[src/common/cpu_pkg.sv]
`default_nettype none

package cpu_pkg;

    typedef logic [31:0] word_t;
    typedef logic [3:0]  reg_idx_t;

    // Primary opcode, bits 31:26
    typedef enum logic [5:0] {
        op1_alur = 6'b000000,
        op1_beq  = 6'b001000,
        op1_blt  = 6'b001001,
        op1_ble  = 6'b001010,
        op1_bne  = 6'b001011,
        op1_jal  = 6'b001100,
        op1_lw   = 6'b010010,
        op1_sw   = 6'b011010,
        op1_addi = 6'b100000,
        op1_andi = 6'b100100,
        op1_ori  = 6'b100101,
        op1_xori = 6'b100110
    } op1_e;

    // ALU function for op1_alur, bits 25:18
    typedef enum logic [7:0] {
        op2_eq   = 8'b00001000,
        op2_lt   = 8'b00001001,
        op2_le   = 8'b00001010,
        op2_ne   = 8'b00001011,
        op2_add  = 8'b00100000,
        op2_and  = 8'b00100100,
        op2_or   = 8'b00100101,
        op2_xor  = 8'b00100110,
        op2_sub  = 8'b00101000,
        op2_nand = 8'b00101100,
        op2_nor  = 8'b00101101,
        op2_xnor = 8'b00101110,
        op2_rshf = 8'b00110000,
        op2_lshf = 8'b00110001
    } op2_e;

    typedef struct packed {
        op1_e       op1;
        op2_e       op2;
        logic [5:0] spare;
        reg_idx_t   rd;
        reg_idx_t   rs;
        reg_idx_t   rt;
    } inst_r_t;

    typedef struct packed {
        op1_e        op1;
        logic [1:0]  spare;
        logic [15:0] imm;   // Sits over op2 and rd
        reg_idx_t    rs;
        reg_idx_t    rt;
    } inst_i_t;

    typedef union packed {
        inst_r_t r;
        inst_i_t i;
    } inst_u;

    typedef enum logic [1:0] {
        wb_pc  = 2'b00,     // Link value
        wb_mem = 2'b01,
        wb_alu = 2'b10
    } wb_sel_e;

    typedef struct packed {
        logic    alu_imm;
        logic    is_branch;
        logic    is_jal;
        logic    mem_read;
        logic    mem_write;
        logic    reg_write;
        wb_sel_e wb_sel;
    } ctrl_t;

    typedef struct packed {
        word_t pc_plus;
        inst_u inst;
    } if_id_t;

    typedef struct packed {
        ctrl_t    ctrl;
        op1_e     op1;
        op2_e     op2;
        word_t    pc_plus;
        word_t    rs_val;
        word_t    rt_val;
        word_t    imm;      // Sign extended
        reg_idx_t dst;
    } id_ex_t;

    typedef struct packed {
        ctrl_t    ctrl;
        word_t    alu_out;
        word_t    store_data;
        word_t    pc_plus;
        reg_idx_t dst;
    } ex_mem_t;

    typedef struct packed {
        logic  valid;
        word_t target;
    } redirect_t;

    typedef struct packed {
        logic     we;
        reg_idx_t dst;
        word_t    data;
    } wb_t;

    typedef struct packed {
        logic  we;
        word_t addr;        // Word index, not byte address
        word_t data;
    } imem_load_t;

    localparam word_t       addr_hex  = 32'hFFFF_F000;
    localparam word_t       addr_ledr = 32'hFFFF_F020;
    localparam word_t       addr_key  = 32'hFFFF_F080;
    localparam logic [23:0] hex_reset = 24'hFEDEAD;

endpackage

`default_nettype wire
[src/decode/decode_stage.sv]
`default_nettype none
`timescale 1ns/100ps

module decode_stage (
    input  wire                     clk,
    input  wire                     reset,
    input  wire cpu_pkg::if_id_t    if_id,
    input  wire cpu_pkg::redirect_t redirect,
    input  wire cpu_pkg::ex_mem_t   ex_mem,
    input  wire cpu_pkg::wb_t       wb,
    output logic                    stall,
    output cpu_pkg::id_ex_t         id_ex
);
    import cpu_pkg::*;

    inst_u    inst;
    op1_e     op1;
    reg_idx_t rs;
    reg_idx_t rt;
    reg_idx_t dst;
    word_t    rs_val;
    word_t    rt_val;
    word_t    imm_sx;
    ctrl_t    ctrl;
    logic     rt_used;

    assign inst   = if_id.inst;
    assign op1    = inst.r.op1;
    assign rs     = inst.r.rs;
    assign rt     = inst.r.rt;
    assign imm_sx = {{16{inst.i.imm[15]}}, inst.i.imm};
    assign dst    = (op1 == op1_alur) ? inst.r.rd : rt;    // rt for I-type and JAL link

    reg_file u_reg_file (
        .clk    (clk),
        .reset  (reset),
        .rs     (rs),
        .rt     (rt),
        .rs_val (rs_val),
        .rt_val (rt_val),
        .wb     (wb)
    );

    always_comb begin
        ctrl = '0;
        if (inst != '0) begin       // Zero word is a bubble
            case (op1)
                op1_alur: begin
                    ctrl.reg_write = 1'b1;
                    ctrl.wb_sel    = wb_alu;
                end
                op1_addi, op1_andi, op1_ori, op1_xori: begin
                    ctrl.alu_imm   = 1'b1;
                    ctrl.reg_write = 1'b1;
                    ctrl.wb_sel    = wb_alu;
                end
                op1_lw: begin
                    ctrl.alu_imm   = 1'b1;
                    ctrl.mem_read  = 1'b1;
                    ctrl.reg_write = 1'b1;
                    ctrl.wb_sel    = wb_mem;
                end
                op1_sw: begin
                    ctrl.alu_imm   = 1'b1;
                    ctrl.mem_write = 1'b1;
                end
                op1_beq, op1_blt, op1_ble, op1_bne: ctrl.is_branch = 1'b1;
                op1_jal: begin
                    ctrl.is_jal    = 1'b1;
                    ctrl.reg_write = 1'b1;
                    ctrl.wb_sel    = wb_pc;
                end
                default: ctrl = '0;
            endcase
        end
    end

    // Source still owed by an older instruction
    function automatic logic pending(input reg_idx_t src);
        pending = (src != '0) &&
                  ((id_ex.ctrl.reg_write  && (id_ex.dst  == src)) ||
                   (ex_mem.ctrl.reg_write && (ex_mem.dst == src)) ||
                   (wb.we                 && (wb.dst     == src)));
    endfunction

    always_comb begin
        rt_used = op1 inside {op1_alur, op1_beq, op1_blt, op1_ble, op1_bne, op1_sw};
        stall   = pending(rs) || (rt_used && pending(rt));
    end

    always_ff @(posedge clk or posedge reset) begin
        if (reset) begin
            id_ex <= '0;
        end else if (redirect.valid || stall) begin
            id_ex <= '0;
        end else begin
            id_ex.ctrl    <= ctrl;
            id_ex.op1     <= op1;
            id_ex.op2     <= inst.r.op2;
            id_ex.pc_plus <= if_id.pc_plus;
            id_ex.rs_val  <= rs_val;
            id_ex.rt_val  <= rt_val;
            id_ex.imm     <= imm_sx;
            id_ex.dst     <= dst;
        end
    end

endmodule

`default_nettype wire

[src/decode/reg_file.sv]
`default_nettype none
`timescale 1ns/100ps

module reg_file (
    input  wire                    clk,
    input  wire                    reset,
    input  wire cpu_pkg::reg_idx_t rs,
    input  wire cpu_pkg::reg_idx_t rt,
    output cpu_pkg::word_t         rs_val,
    output cpu_pkg::word_t         rt_val,
    input  wire cpu_pkg::wb_t      wb
);
    import cpu_pkg::*;

    word_t regs [0:15];

    assign rs_val = regs[rs];
    assign rt_val = regs[rt];

    // Falling edge write so decode sees it before the next rising edge
    always_ff @(negedge clk or posedge reset) begin
        if (reset) begin
            for (int i = 0; i < 16; i++) begin
                regs[i] <= '0;
            end
        end else if (wb.we && (wb.dst != '0)) begin    // r0 stays zero
            regs[wb.dst] <= wb.data;
        end
    end

endmodule

`default_nettype wire

[config.mk]
export PLATFORM = sky130hd
export DESIGN_NAME = decode_stage
export DESIGN_NICKNAME = d
export VERILOG_FILES = /design/src/common/cpu_pkg.sv /design/src/decode/decode_stage.sv /design/src/decode/reg_file.sv
export SDC_FILE = /design/constraint.sdc
export NUM_CORES = 1
export LEC_CHECK = 0
export ABC_AREA = 1
export BUFFER_PORTS_ARGS = -buffer_cell sky130_fd_sc_hd__buf_2
export CAP_MARGIN = 20
export CORE_UTILIZATION = 25
export DETAILED_ROUTE_END_ITERATION = 8
export SLEW_MARGIN = 20
export SYNTH_ARGS = -nofsm -noshare
export SYNTH_HDL_FRONTEND = slang
export SYNTH_SLANG_ARGS = --single-unit
[constraint.sdc]
create_clock -name clk -period 20.5 [get_ports clk]
set_input_delay 3.075 -clock clk [delete_from_list [all_inputs] [get_ports clk]]
set_output_delay 3.075 -clock clk [all_outputs]
set_load 0.01 [all_outputs]
==> out/metrics.cfg <==
[floorplan]
die-area_sq_um = 130000
core_sq_um = 128000
ioPinCount = 399
die_w_um = 360
start_util_pct = 25.2
rows = 131
die_h_um = 360

[sta]
final_max_slew_viol_count = 0
slew_headroom_pct = 28.2
finClkSkew_ns = 0.0331
timing.final.ws_setup_ns = 5.34
worst_pin_slew_ns = 1.08
final-hold-violation-count = 0
setup_tns_ns = 0
rsz0062_at_grt = false
setup_viol = 0

[final_layout]
layout-drive-gt1-share_pct = 13.0
fin_nets = 4335
area_growth_pct = 14.3

[worst_setup_path]
critPathKind = primary input to flop
cp-end-kind = flop
path_buf_inv = 2
rr_worst_depth = 6
cp_slowest_cell = nor2_4
cp_num_cells = 5
path_max_fanout = 34
crit_required_ns = 10.66
arrival_ns = 5.33
cp_cell_sequence = buf_2, nand3_1, nor2_4, buf_4, o21ai_0
path_delay_family = simple AND/OR/NAND/NOR gates
start_kind = primary input
slowest_delay_ns = 0.90

[global_routing]
grt_util_met2_pct = 26.0
met3_usage_pct = 4.38
busiest_layer = met2
grt_pass1_vias = 27200
grt_max_degree = 148
met1_usage_pct = 23.8
grt_pass1_wl_um = 173000
grt-ovfl-total = 0
globalRouteTotalUtil_pct = 17.2
grt_antenna_before_repair = 20

[power]
leakage_nw = 16.7
power_density_nw_per_um2 = 98.5
peakVddDrop_uv = 55.3

[route]
wl_per_cell_um = 19.8
dr.pass1.iters = 6
ant_nets = 0
drt-total-wl_um = 115000
num_vias = 29400
drc = 0
drt_iter0_drc = 3659
viasPerCell = 5.06

[cts]
cts_sinks = 644
cts_setup_buffers = 0
clk_latency_ns = 0.63
tritoncts = yes
cts_inserted_buffers = 72
h-tree-depth = 3
clock_path_buffers = 3
ctsHoldBuffers = 0
clock-root-buffer = clkbuf_16
ctsResizeCount = 0
clk_pin_slew_ns = 0.05

[synth]
synth_top_area_share_pct = 39.9
ys_ff_latch = 644
synth_area_leader_cell = dfrtn_1
syn_area_sq_um = 32100
synth_cell_type_count = 31
postSynthCellCount = 4075
synth_area_leaders = dfrtn_1 40%, o21ai_0 12%, dfrtp_1 10%
syn_nets = 4319
yosysSeqAreaShare_pct = 50.2
yosysWarnings = 0
synth.avg_cell_area_sq_um = 7.88

[worst_hold_path]
hold_class = flop to flop
hold_path_depth = 0

[placement]
io_buffers = 263
place_ws_ns = 4.73
dp_hpwl_um = 65300
gp_congestion = 0.818

[status]
status = complete, no violations

[run]
cap_violations = 0

flip-flops by register name, summed over array words and instances, names as in the netlist:
| register | count |
|---|---|
| u_reg_file.regs | 512 |
| id_ex | 132 |
where the power goes:
group / internal (mW) / switching, mW
combinational: 0.217 / 0.429
clock: 0.778 / 0.545
sequential: 1.52 / 0.126
routing by layer:
layer | vias up | wire length (um)
met5 | - | 108
met4 | 16 | 3640
met3 | 262 | 12200
met2 | 1581 | 50200
met1 | 14000 | 49000
li1 | 13600 | -
placed cells by master, fill, tap and decap left out, types with 119 or more instances in the layout:
| cell | synthesis | final |
|---|---|---|
| o211ai_1 | 119 | 119 |
| buf_2 | 110 | 259 |
| inv_1 | 333 | 331 |
| nor2_1 | 205 | 203 |
| a21oi_1 | 365 | 365 |
| dfrtn_1 | 512 | 512 |
| nand3_1 | 272 | 269 |
| o21ai_0 | 788 | 788 |
| nand2_1 | 727 | 723 |
| dfrtp_1 | 132 | 132 |
cell type report:
class | instances | area, sq um
multi-input cells | 2709 | 13000
fillers | 13600 | 90800
flip-flops and latches | 644 | 16100
clock inverters | 25 | 272
repair buffers | 317 | 1770
well taps | 1662 | 2080
inverters | 347 | 1320
clock buffers | 104 | 2110
diodes | 8 | 20.0
cells by family (layout without fill, tap and decap cells):
kind of cell / after synthesis / after routing / synth area share, %
DFF: 644 / 644 / 50.2
and+or+nand+nor: 1339 / 1339 / 17.8
xor gates and xnor gates: 5 / 5 / 0.136
other: 0 / 8 / 0
AOI/OAI and AO/OA: 1365 / 1365 / 22.4
buffers and inverters: 722 / 793 / 9.51
Yosys cell counts (all sizes together):
library cell  number
o211ai           119
nor2             286
nand2            728
buf              174
or2                2
dfrtp            132
clkinv             2
nand3            273
o21ai            844
nand4             41
nor3               4
dfrtn            512
inv              345
nor4               2
clkbuf           201
o22ai             25
xnor2              5
a21oi            365
a21boi             1
a31oi              2
nand3b             3
o21a               9
stage by stage:
step | instances | utilization [%] | hold slack (ns) | cell area, sq um | power [mW]
after CTS | 5808 | 28.8 | 0.346 | 36700 | 3.64
after global routing | 5814 | 28.8 | 0.355 | 36700 | 3.81
after detailed placement | 5679 | 26.9 | 0.346 | 34300 | 2.30
after global placement | 5679 | 26.9 | 0.342 | 34300 | 2.28
after floorplan | 4075 | - | 0.406 | 32100 | 2.10
final | 5816 | 28.8 | 0.349 | 36700 | 3.62
final timing paths:
path / start / to / slack, ns
hold reg to reg: u_reg_file.regs[500]$_DFFE_NP0P_ / u_reg_file.regs[500]$_DFFE_NP0P_ / 0.35
max in group asynchronous: reset / u_reg_file.regs[440]$_DFFE_NP0P_ / 5.98
min in group asynchronous: reset / id_ex[43]$_DFF_PP0_ / 2.36
setup / recovery: wb[36] / u_reg_file.regs[440]$_DFFE_NP0P_ / 5.34
setup reg to reg: u_reg_file.regs[30]$_DFFE_NP0P_ / id_ex[66]$_DFF_PP0_ / 8.45
hold / removal: u_reg_file.regs[500]$_DFFE_NP0P_ / u_reg_file.regs[500]$_DFFE_NP0P_ / 0.35
No activity file was read; power rests on OpenSTA's default activity.
