===== config.mk =====
export PLATFORM = sky130hd
export DESIGN_NAME = execute_stage
export DESIGN_NICKNAME = d
export VERILOG_FILES = /design/src/common/cpu_pkg.sv /design/src/execute/execute_stage.sv
export SDC_FILE = /design/constraint.sdc
export NUM_CORES = 1
export LEC_CHECK = 0
export BUFFER_PORTS_ARGS = -buffer_cell sky130_fd_sc_hd__buf_2
export CAP_MARGIN = 20
export CORE_MARGIN = 5
export CORE_UTILIZATION = 33
export DETAILED_ROUTE_END_ITERATION = 7
export PLACE_DENSITY = 0.53
export SLEW_MARGIN = 10
export SYNTH_ARGS = -nofsm -noshare
export SYNTH_HDL_FRONTEND = slang
export SYNTH_SLANG_ARGS = --single-unit
export TNS_END_PERCENT = 5

===== constraint.sdc =====
create_clock -name clk -period 4.7 [get_ports clk]
set_clock_uncertainty 0.05 [all_clocks]
set_input_delay 0.47 -clock clk [delete_from_list [all_inputs] [get_ports clk]]
set_output_delay 0.47 -clock clk [all_outputs]
set_load 0.005 [all_outputs]

===== src/common/cpu_pkg.sv =====
`default_nettype none

package cpu_pkg;

    typedef logic [31:0] word_t;
    typedef logic [3:0]  reg_idx_t;

    // Primary opcode, bits 31:26
    typedef enum logic [5:0] {
        op1_alur = 6'b000000,
        op1_beq  = 6'b001000,
        op1_blt  = 6'b001001,
        op1_ble  = 6'b001010,
        op1_bne  = 6'b001011,
        op1_jal  = 6'b001100,
        op1_lw   = 6'b010010,
        op1_sw   = 6'b011010,
        op1_addi = 6'b100000,
        op1_andi = 6'b100100,
        op1_ori  = 6'b100101,
        op1_xori = 6'b100110
    } op1_e;

    // ALU function for op1_alur, bits 25:18
    typedef enum logic [7:0] {
        op2_eq   = 8'b00001000,
        op2_lt   = 8'b00001001,
        op2_le   = 8'b00001010,
        op2_ne   = 8'b00001011,
        op2_add  = 8'b00100000,
        op2_and  = 8'b00100100,
        op2_or   = 8'b00100101,
        op2_xor  = 8'b00100110,
        op2_sub  = 8'b00101000,
        op2_nand = 8'b00101100,
        op2_nor  = 8'b00101101,
        op2_xnor = 8'b00101110,
        op2_rshf = 8'b00110000,
        op2_lshf = 8'b00110001
    } op2_e;

    typedef struct packed {
        op1_e       op1;
        op2_e       op2;
        logic [5:0] spare;
        reg_idx_t   rd;
        reg_idx_t   rs;
        reg_idx_t   rt;
    } inst_r_t;

    typedef struct packed {
        op1_e        op1;
        logic [1:0]  spare;
        logic [15:0] imm;   // Sits over op2 and rd
        reg_idx_t    rs;
        reg_idx_t    rt;
    } inst_i_t;

    typedef union packed {
        inst_r_t r;
        inst_i_t i;
    } inst_u;

    typedef enum logic [1:0] {
        wb_pc  = 2'b00,     // Link value
        wb_mem = 2'b01,
        wb_alu = 2'b10
    } wb_sel_e;

    typedef struct packed {
        logic    alu_imm;
        logic    is_branch;
        logic    is_jal;
        logic    mem_read;
        logic    mem_write;
        logic    reg_write;
        wb_sel_e wb_sel;
    } ctrl_t;

    typedef struct packed {
        word_t pc_plus;
        inst_u inst;
    } if_id_t;

    typedef struct packed {
        ctrl_t    ctrl;
        op1_e     op1;
        op2_e     op2;
        word_t    pc_plus;
        word_t    rs_val;
        word_t    rt_val;
        word_t    imm;      // Sign extended
        reg_idx_t dst;
    } id_ex_t;

    typedef struct packed {
        ctrl_t    ctrl;
        word_t    alu_out;
        word_t    store_data;
        word_t    pc_plus;
        reg_idx_t dst;
    } ex_mem_t;

    typedef struct packed {
        logic  valid;
        word_t target;
    } redirect_t;

    typedef struct packed {
        logic     we;
        reg_idx_t dst;
        word_t    data;
    } wb_t;

    typedef struct packed {
        logic  we;
        word_t addr;        // Word index, not byte address
        word_t data;
    } imem_load_t;

    localparam word_t       addr_hex  = 32'hFFFF_F000;
    localparam word_t       addr_ledr = 32'hFFFF_F020;
    localparam word_t       addr_key  = 32'hFFFF_F080;
    localparam logic [23:0] hex_reset = 24'hFEDEAD;

endpackage

`default_nettype wire

===== src/execute/execute_stage.sv =====
`default_nettype none
`timescale 1ns/100ps

module execute_stage (
    input  wire                     clk,
    input  wire                     reset,
    input  wire cpu_pkg::id_ex_t    id_ex,
    output cpu_pkg::redirect_t      redirect,
    output cpu_pkg::ex_mem_t        ex_mem
);
    import cpu_pkg::*;

    word_t alu_a;
    word_t alu_b;
    word_t alu_out;
    word_t imm_x4;
    logic  br_cond;

    assign alu_a  = id_ex.rs_val;
    assign alu_b  = id_ex.ctrl.alu_imm ? id_ex.imm : id_ex.rt_val;
    assign imm_x4 = {id_ex.imm[29:0], 2'b00};       // Word offset to bytes

    always_comb begin
        case (id_ex.op1)
            op1_alur: begin
                case (id_ex.op2)
                    op2_eq:   alu_out = {31'b0, alu_a == alu_b};
                    op2_lt:   alu_out = {31'b0, $signed(alu_a) < $signed(alu_b)};
                    op2_le:   alu_out = {31'b0, $signed(alu_a) <= $signed(alu_b)};
                    op2_ne:   alu_out = {31'b0, alu_a != alu_b};
                    op2_add:  alu_out = alu_a + alu_b;
                    op2_sub:  alu_out = alu_a - alu_b;
                    op2_and:  alu_out = alu_a & alu_b;
                    op2_or:   alu_out = alu_a | alu_b;
                    op2_xor:  alu_out = alu_a ^ alu_b;
                    op2_nand: alu_out = ~(alu_a & alu_b);
                    op2_nor:  alu_out = ~(alu_a | alu_b);
                    op2_xnor: alu_out = ~(alu_a ^ alu_b);
                    op2_rshf: alu_out = $signed(alu_a) >>> alu_b;   // Arithmetic
                    op2_lshf: alu_out = alu_a << alu_b;
                    default:  alu_out = '0;
                endcase
            end
            op1_addi, op1_lw, op1_sw: alu_out = alu_a + alu_b;  // Also the address
            op1_andi: alu_out = alu_a & alu_b;
            op1_ori:  alu_out = alu_a | alu_b;
            op1_xori: alu_out = alu_a ^ alu_b;
            default:  alu_out = '0;
        endcase
    end

    // Signed compare of the two register operands
    always_comb begin
        case (id_ex.op1)
            op1_beq: br_cond = id_ex.rs_val == id_ex.rt_val;
            op1_blt: br_cond = $signed(id_ex.rs_val) < $signed(id_ex.rt_val);
            op1_ble: br_cond = $signed(id_ex.rs_val) <= $signed(id_ex.rt_val);
            op1_bne: br_cond = id_ex.rs_val != id_ex.rt_val;
            default: br_cond = 1'b0;
        endcase
    end

    always_comb begin
        redirect.valid = (id_ex.ctrl.is_branch && br_cond) || id_ex.ctrl.is_jal;
        if (id_ex.ctrl.is_jal) begin
            redirect.target = id_ex.rs_val + imm_x4;
        end else begin
            redirect.target = id_ex.pc_plus + imm_x4;
        end
    end

    always_ff @(posedge clk or posedge reset) begin
        if (reset) begin
            ex_mem <= '0;
        end else begin
            ex_mem.ctrl       <= id_ex.ctrl;
            ex_mem.alu_out    <= alu_out;
            ex_mem.store_data <= id_ex.rt_val;
            ex_mem.pc_plus    <= id_ex.pc_plus;     // JAL link value
            ex_mem.dst        <= id_ex.dst;
        end
    end

endmodule

`default_nettype wire


==> run_results.csv, run 1 <==
group,metric,value,unit
route,wl,102000,um
setup_path,cp_max_fo,10,
layout,seqCellArea,2700,um^2
synthesis,synthFlopType,"dfrtp_1",
layout,largest_reg_flops,108,
power_and_ir_drop,p_leak,0.00930,uW
synthesis,synthMuxAreaShare,0.124,
setup_path,crit_required,4.18,ns
place,port_buffers,296,
power_and_ir_drop,ir_drop,0.160,mV
synthesis,synth_compound_area_frac,0.291,
layout,top_register,"ex_mem",
global_route,busiest_layer,"met2",
synthesis,syn_nets,2582,
floorplan,die_w,238,um
route,vias,20700,
floorplan,die_height,238,um
setup_path,cp_top_family,"compound AO/OA/AOI/OAI gates",
flow_run,maxCapViolCount,0,
global_route,grt.overflow.total,0,
setup_path,path_cells,"buf_2, buf_4, mux2_2, ha_1, a21o_1, a221o_1, nor3b_1, a211oi_1, or4_1, a31o_1, a21oi_1, xnor2_1, buf_2",
synthesis,netlist_instances,2266,
sta,tns,0,ns
synthesis,synth_xor_area_frac,0.0404,
setup_path,cp.arrival,3.96,ns
synthesis,ys_async_sr_fraction,1.00,
setup_path,cp_slowest_cell,"or4_1",
cts,clock-sinks,108,
floorplan,coreArea,51400,um^2
global_route,grtUsageMet1,0.482,
route,wl_per_cell,31.3,um
hold_path,hp-class,"in -> reg",
cts,cts_buffers,9,
layout,multiInputGateArea,13200,um^2
power_and_ir_drop,p_clk_frac,0.201,
global_route,grt_pass1_vias,19900,
route,drc,0,
floorplan,rows,83,
sta,slew-limit-headroom,0.252,
cts,clockBufferDepth,2,
synthesis,synth_top_cell_by_area,"dfrtp_1",
synthesis,avgSynthCellArea,7.56,um^2
synthesis,synthMostInstantiatedCell,"nand2_1",
layout,area_delta_synth_final,18.3,%
synthesis,syn-cell-area,17100,um^2
global_route,antenna_found_initial,5,
global_route,grt_first_pass_wirelength,144000,um
synthesis,synth-simple-area-share,0.193,
sta,tightest_slew,1.11,ns
route,vias_per_cell,6.36,
place,gp_routability_congestion,1.05,
synthesis,synth-seq-area-share,0.158,
global_route,track_usage,0.344,
global_route,gr-usage-met3,0.0870,
place,dp_hpwl,81900,um
floorplan,die_area,56600,um^2
power_and_ir_drop,finalPower,4360,uW
synthesis,synth_edf_count,0,
cts,htree_num_levels,3,
setup_path,crit_path_frequent_cell,"buf_2",
power_and_ir_drop,intPower,2260,uW
sta,min_period_over_period,0.953,
route,drt_iter0_drc,2735,
power_and_ir_drop,swShare,0.483,
global_route,use_met2,0.503,
power_and_ir_drop,p_comb_frac,0.574,
layout,fillerInstances,5400,
power_and_ir_drop,switchingPower,2100,uW
power_and_ir_drop,powerDensity,215,nW/um^2
synthesis,ys_warn_count,0,
setup_path,worstSetupStartpointType,"input port",
sta,setup_violations,0,
sta,min_period,4.48,ns
synthesis,synth_cell_types,103,
synthesis,synthAdderAreaFrac,0.119,
setup_path,cp-end-kind,"primary output",
global_route,grt_max_degree,69,
sta,max_freq,0.223,GHz
synthesis,yosys_register_bits,108,
status,status,"complete, no violations",
synthesis,yosysTopAreaCellShare,0.158,
layout,top_regs,"ex_mem (108)",
cts,cts.reportedPaths.clkPinSlew,0.11,ns
floorplan,pin_count,297,
cts,cts_root_buffer,"clkbuf_16",
sta,rsz0062_at_grt,"no",
setup_path,worst-path-buf-inv,3,
setup_path,path_class,"in -> out",
layout,nNetsFinal,2883,
setup_path,max_stage_delay,0.55,ns
route,drtAntennaViolNets,0,
cts,cts_tree,"done",
sta,hold_viol,0,
power_and_ir_drop,seqPwrFrac,0.226,
sta,drv_slew,0,
layout,drive_above_1_share,0.221,
route,dr.pass1.iters,6,
synthesis,synth_top_family_by_area,"compound AO/OA/AOI/OAI gates",
synthesis,synthTopCellsByCount,"nand2_1, nor2_1, ha_1",
cts,postCtsSetupRepairBufs,0,
synthesis,yosys-top-cells-area,"dfrtp_1, ha_1, mux2i_1, nand2_1, nor2_1",
floorplan,initial_utilization,0.333,
==> what timing repair did <==
action | CTS | global route
resized for setup | 0 | 1
setup endpoints to repair | 0 | 1
endpoints found under the hold margin | 3 | 0
hold buffers | 1 | 0
==> metrics by stage <==
| stage | setup slack (ns) | utilization | cells | cell area, um^2 | hold slack, ns |
|---|---|---|---|---|---|
| 3_5_place_dp | 0.182 | 0.388 | 3235 | 19900 | 0.300 |
| 4_1_cts | 0.205 | 0.394 | 3252 | 20200 | 0.0927 |
| 6_report | 0.221 | 0.394 | 3256 | 20300 | 0.109 |
| 5_1_grt | 0.0131 | 0.394 | 3253 | 20300 | 0.0943 |
| 2_1_floorplan | 0.381 | - | 2266 | 17100 | 0.451 |
| 3_3_place_gp | 0.215 | 0.388 | 3235 | 19900 | 0.299 |
==> final timing paths <==
| kind | startpoint | end | cells after the start |
|---|---|---|---|
| worst max-delay path | id_ex[151] | redirect[30] | 13 |
| max in group asynchronous | reset | ex_mem[24] | 4 |
| min in group asynchronous | reset | ex_mem[72] | 3 |
| worst min-delay path | id_ex[44] | ex_mem[44] | 1 |
==> cell usage in the layout (no fill, tap or decap), types with 66 or more instances in the layout <==
master,Yosys,layout
nor2_1,202,201
buf_4,8,149
inv_1,149,148
mux2i_1,113,113
a21oi_1,148,148
ha_1,157,157
nand2_1,220,220
nand3_1,67,66
o21ai_0,111,111
dfrtp_1,108,108
buf_2,32,295
==> cell families (layout without fill, tap and decap cells) <==
group,Yosys count,count (layout)
AOI/OAI and AO/OA,726,726
and+or+nand+nor,701,701
buffers and inverters,312,618
muxes,179,179
adders and majority gates,161,161
DFF,108,108
xor gates and xnor gates,79,79
other,0,4
==> metal layers <==
metal | routed length [um] | share of wire | vias to the layer above
met5 | 31 | 0.00030 | -
met4 | 5030 | 0.049 | 4
met3 | 11000 | 0.11 | 211
met2 | 42600 | 0.42 | 1365
met1 | 43400 | 0.43 | 10200
li1 | - | - | 8993
==> final cells by class <==
type | instances | area share
antenna | 4 | 0.000494
clock buffer | 10 | 0.0113
clock inverter | 6 | 0.00321
inverter | 154 | 0.0288
multi-input combinational | 1846 | 0.649
sequential | 108 | 0.133
tap | 680 | 0.0420
timing repair buffer | 448 | 0.132
==> power by group through the flow <==
stage	Clock, uW	Sequential, uW	Combinational, uW
after global routing	930	989	2660
after floorplan	0	1010	1430
final	875	984	2500
after global placement	0	1000	2420
after detailed placement	0	1000	2420
after CTS	900	985	2430
No activity file was read; power rests on OpenSTA's default activity.
==> run 2: changes to the inputs <==
- SETUP_SLACK_MARGIN: not set -> 0.4
==> run 2 against run 1 <==
Maximum frequency up 5.4%. Global-route usage decreased by 0.29 points. Final cell count rose by 0.46%. Combinational power about the same. Wire length is 0.85% lower. Die area did not move. Critical endpoint unchanged. Largest cell class unchanged.
==> run_results.csv, run 2 (synthesized netlist as in run 1, its figures left out) <==
group,metric,value,unit
status,status,"complete, no violations",
sta,hold_viol,0,
setup_path,worst-path-buf-inv,3,
power_and_ir_drop,finalPower,4350,uW
global_route,track_usage,0.342,
sta,min_period_over_period,0.905,
sta,slew-limit-headroom,0.279,
setup_path,cp_slowest_cell,"or4_4",
setup_path,crit_required,4.18,ns
global_route,grt_max_degree,68,
cts,htree_num_levels,3,
setup_path,cp_max_fo,5,
route,wl_per_cell,30.9,um
setup_path,worstSetupStartpointType,"input port",
floorplan,die_area,56600,um^2
hold_path,min_from,"id_ex[1]",
flow_run,maxCapViolCount,0,
cts,cts_root_buffer,"clkbuf_16",
route,dr.pass1.iters,7,
route,drc,0,
power_and_ir_drop,powerDensity,214,nW/um^2
route,vias,20500,
floorplan,rows,83,
global_route,grtUsageMet1,0.479,
global_route,grt_pass1_vias,19800,
layout,area_delta_synth_final,19.0,%
floorplan,initial_utilization,0.333,
power_and_ir_drop,ir_drop,0.153,mV
setup_path,path_cells,"buf_2, buf_4, mux2_2, ha_1, or4_4, o211ai_1, a211oi_2, or4_1, a31o_1, a21oi_1, xnor2_1, buf_2",
floorplan,die_height,238,um
hold_path,hold_end,"ex_mem[1]",
setup_path,cp-end-kind,"primary output",
sta,min_period,4.25,ns
power_and_ir_drop,p_leak,0.00937,uW
sta,drv_slew,0,
layout,layout_commonest_cell,"buf_2",
setup_path,path_class,"in -> out",
hold_path,hold_depth,1,
route,wl,101000,um
floorplan,coreArea,51400,um^2
global_route,use_met2,0.519,
sta,rsz0062_at_grt,"yes",
global_route,grt_first_pass_wirelength,143000,um
global_route,gr-usage-met3,0.0639,
sta,max_freq,0.235,GHz
layout,nNetsFinal,2898,
place,place_area,20000,um^2
place,dpl_worst_slack,0.322,ns
sta,tightest_slew,1.07,ns
layout,largest_reg_flops,108,
setup_path,cp.arrival,3.73,ns
layout,fillerInstances,5472,
cts,cts_tree,"done",
floorplan,pin_count,297,
layout,stdcell_area,20400,um^2
layout,top_regs,"ex_mem (108)",
place,gp_routability_congestion,0.999,
setup_path,crit_path_frequent_cell,"buf_2",
cts,cts_buffers,9,
sta,fin_ws,0.449,ns
setup_path,cp_top_family,"simple AND/OR/NAND/NOR gates",
floorplan,die_w,238,um
cts,clockBufferDepth,2,
route,drt_iter0_drc,2620,
route,drtAntennaViolNets,0,
global_route,grt.overflow.total,0,
layout,drive_above_1_share,0.227,
route,vias_per_cell,6.27,
global_route,antenna_found_initial,5,
sta,tns,0,ns
hold_path,hp-class,"in -> reg",
sta,setup_violations,0,
layout,mostFrequentLayoutCells,"buf_2, nand2_1, nor2_1",
cts,clock-sinks,108,
layout,top_register,"ex_mem",
place,port_buffers,296,
setup_path,max_stage_delay,0.56,ns
place,dp_hpwl,81700,um
global_route,busiest_layer,"met2",
cts,cts.reportedPaths.clkPinSlew,0.08,ns
[run 2: layout make-up]
type / instances / area [um^2] / area share
well taps: 680 / 851 / 0.0417
clock inverters: 6 / 57.6 / 0.00282
multi-input cells: 1846 / 13200 / 0.647
diodes: 5 / 12.5 / 0.000614
clock buffers: 9 / 225 / 0.0110
flip-flops and latches: 108 / 2700 / 0.133
inverters: 154 / 583 / 0.0286
repair buffers: 463 / 2770 / 0.136
[run 2: worst max-delay path by stage]
stage / from / to / slack (ns) / cells after the start
6_report: id_ex[151] / redirect[30] / 0.45 / 12
5_1_grt: id_ex[151] / redirect[30] / 0.22 / 13
4_1_cts: id_ex[151] / redirect[21] / 0.41 / 15
3_5_place_dp: id_ex[151] / redirect[30] / 0.32 / 13
3_3_place_gp: id_ex[151] / redirect[30] / 0.35 / 13
2_1_floorplan: id_ex[153] / ex_mem[96] / 0.45 / 18
[run 2: metal layers]
layer	vias up	wire, um
met5	-	0
met1	10000	43400
met2	1258	43500
met4	0	4880
met3	220	9390
li1	9029	-
[run 2: repair_timing]
item                                    CTS  global route
setup buffers                             1             0
resized for setup                         1             6
endpoints found under the setup margin    1             4
pin swaps                                 1             2
hold endpoints to repair                  3             0
hold buffers                              1             0
[run 2: power by group]
group	internal [uW]	total [uW]	switching [uW]	leakage, uW
logic	922	2510	1590	0.00790
clock network	372	861	489	0.000140
registers	972	984	11.9	0.00133
[run 2: through the flow]
step,hold WS [ns],instances,util
floorplan,0.451,2266,-
global placement,0.300,3249,0.390
detailed placement,0.301,3249,0.390
CTS,0.0864,3266,0.396
global route,0.0960,3270,0.397
finish,0.112,3271,0.397
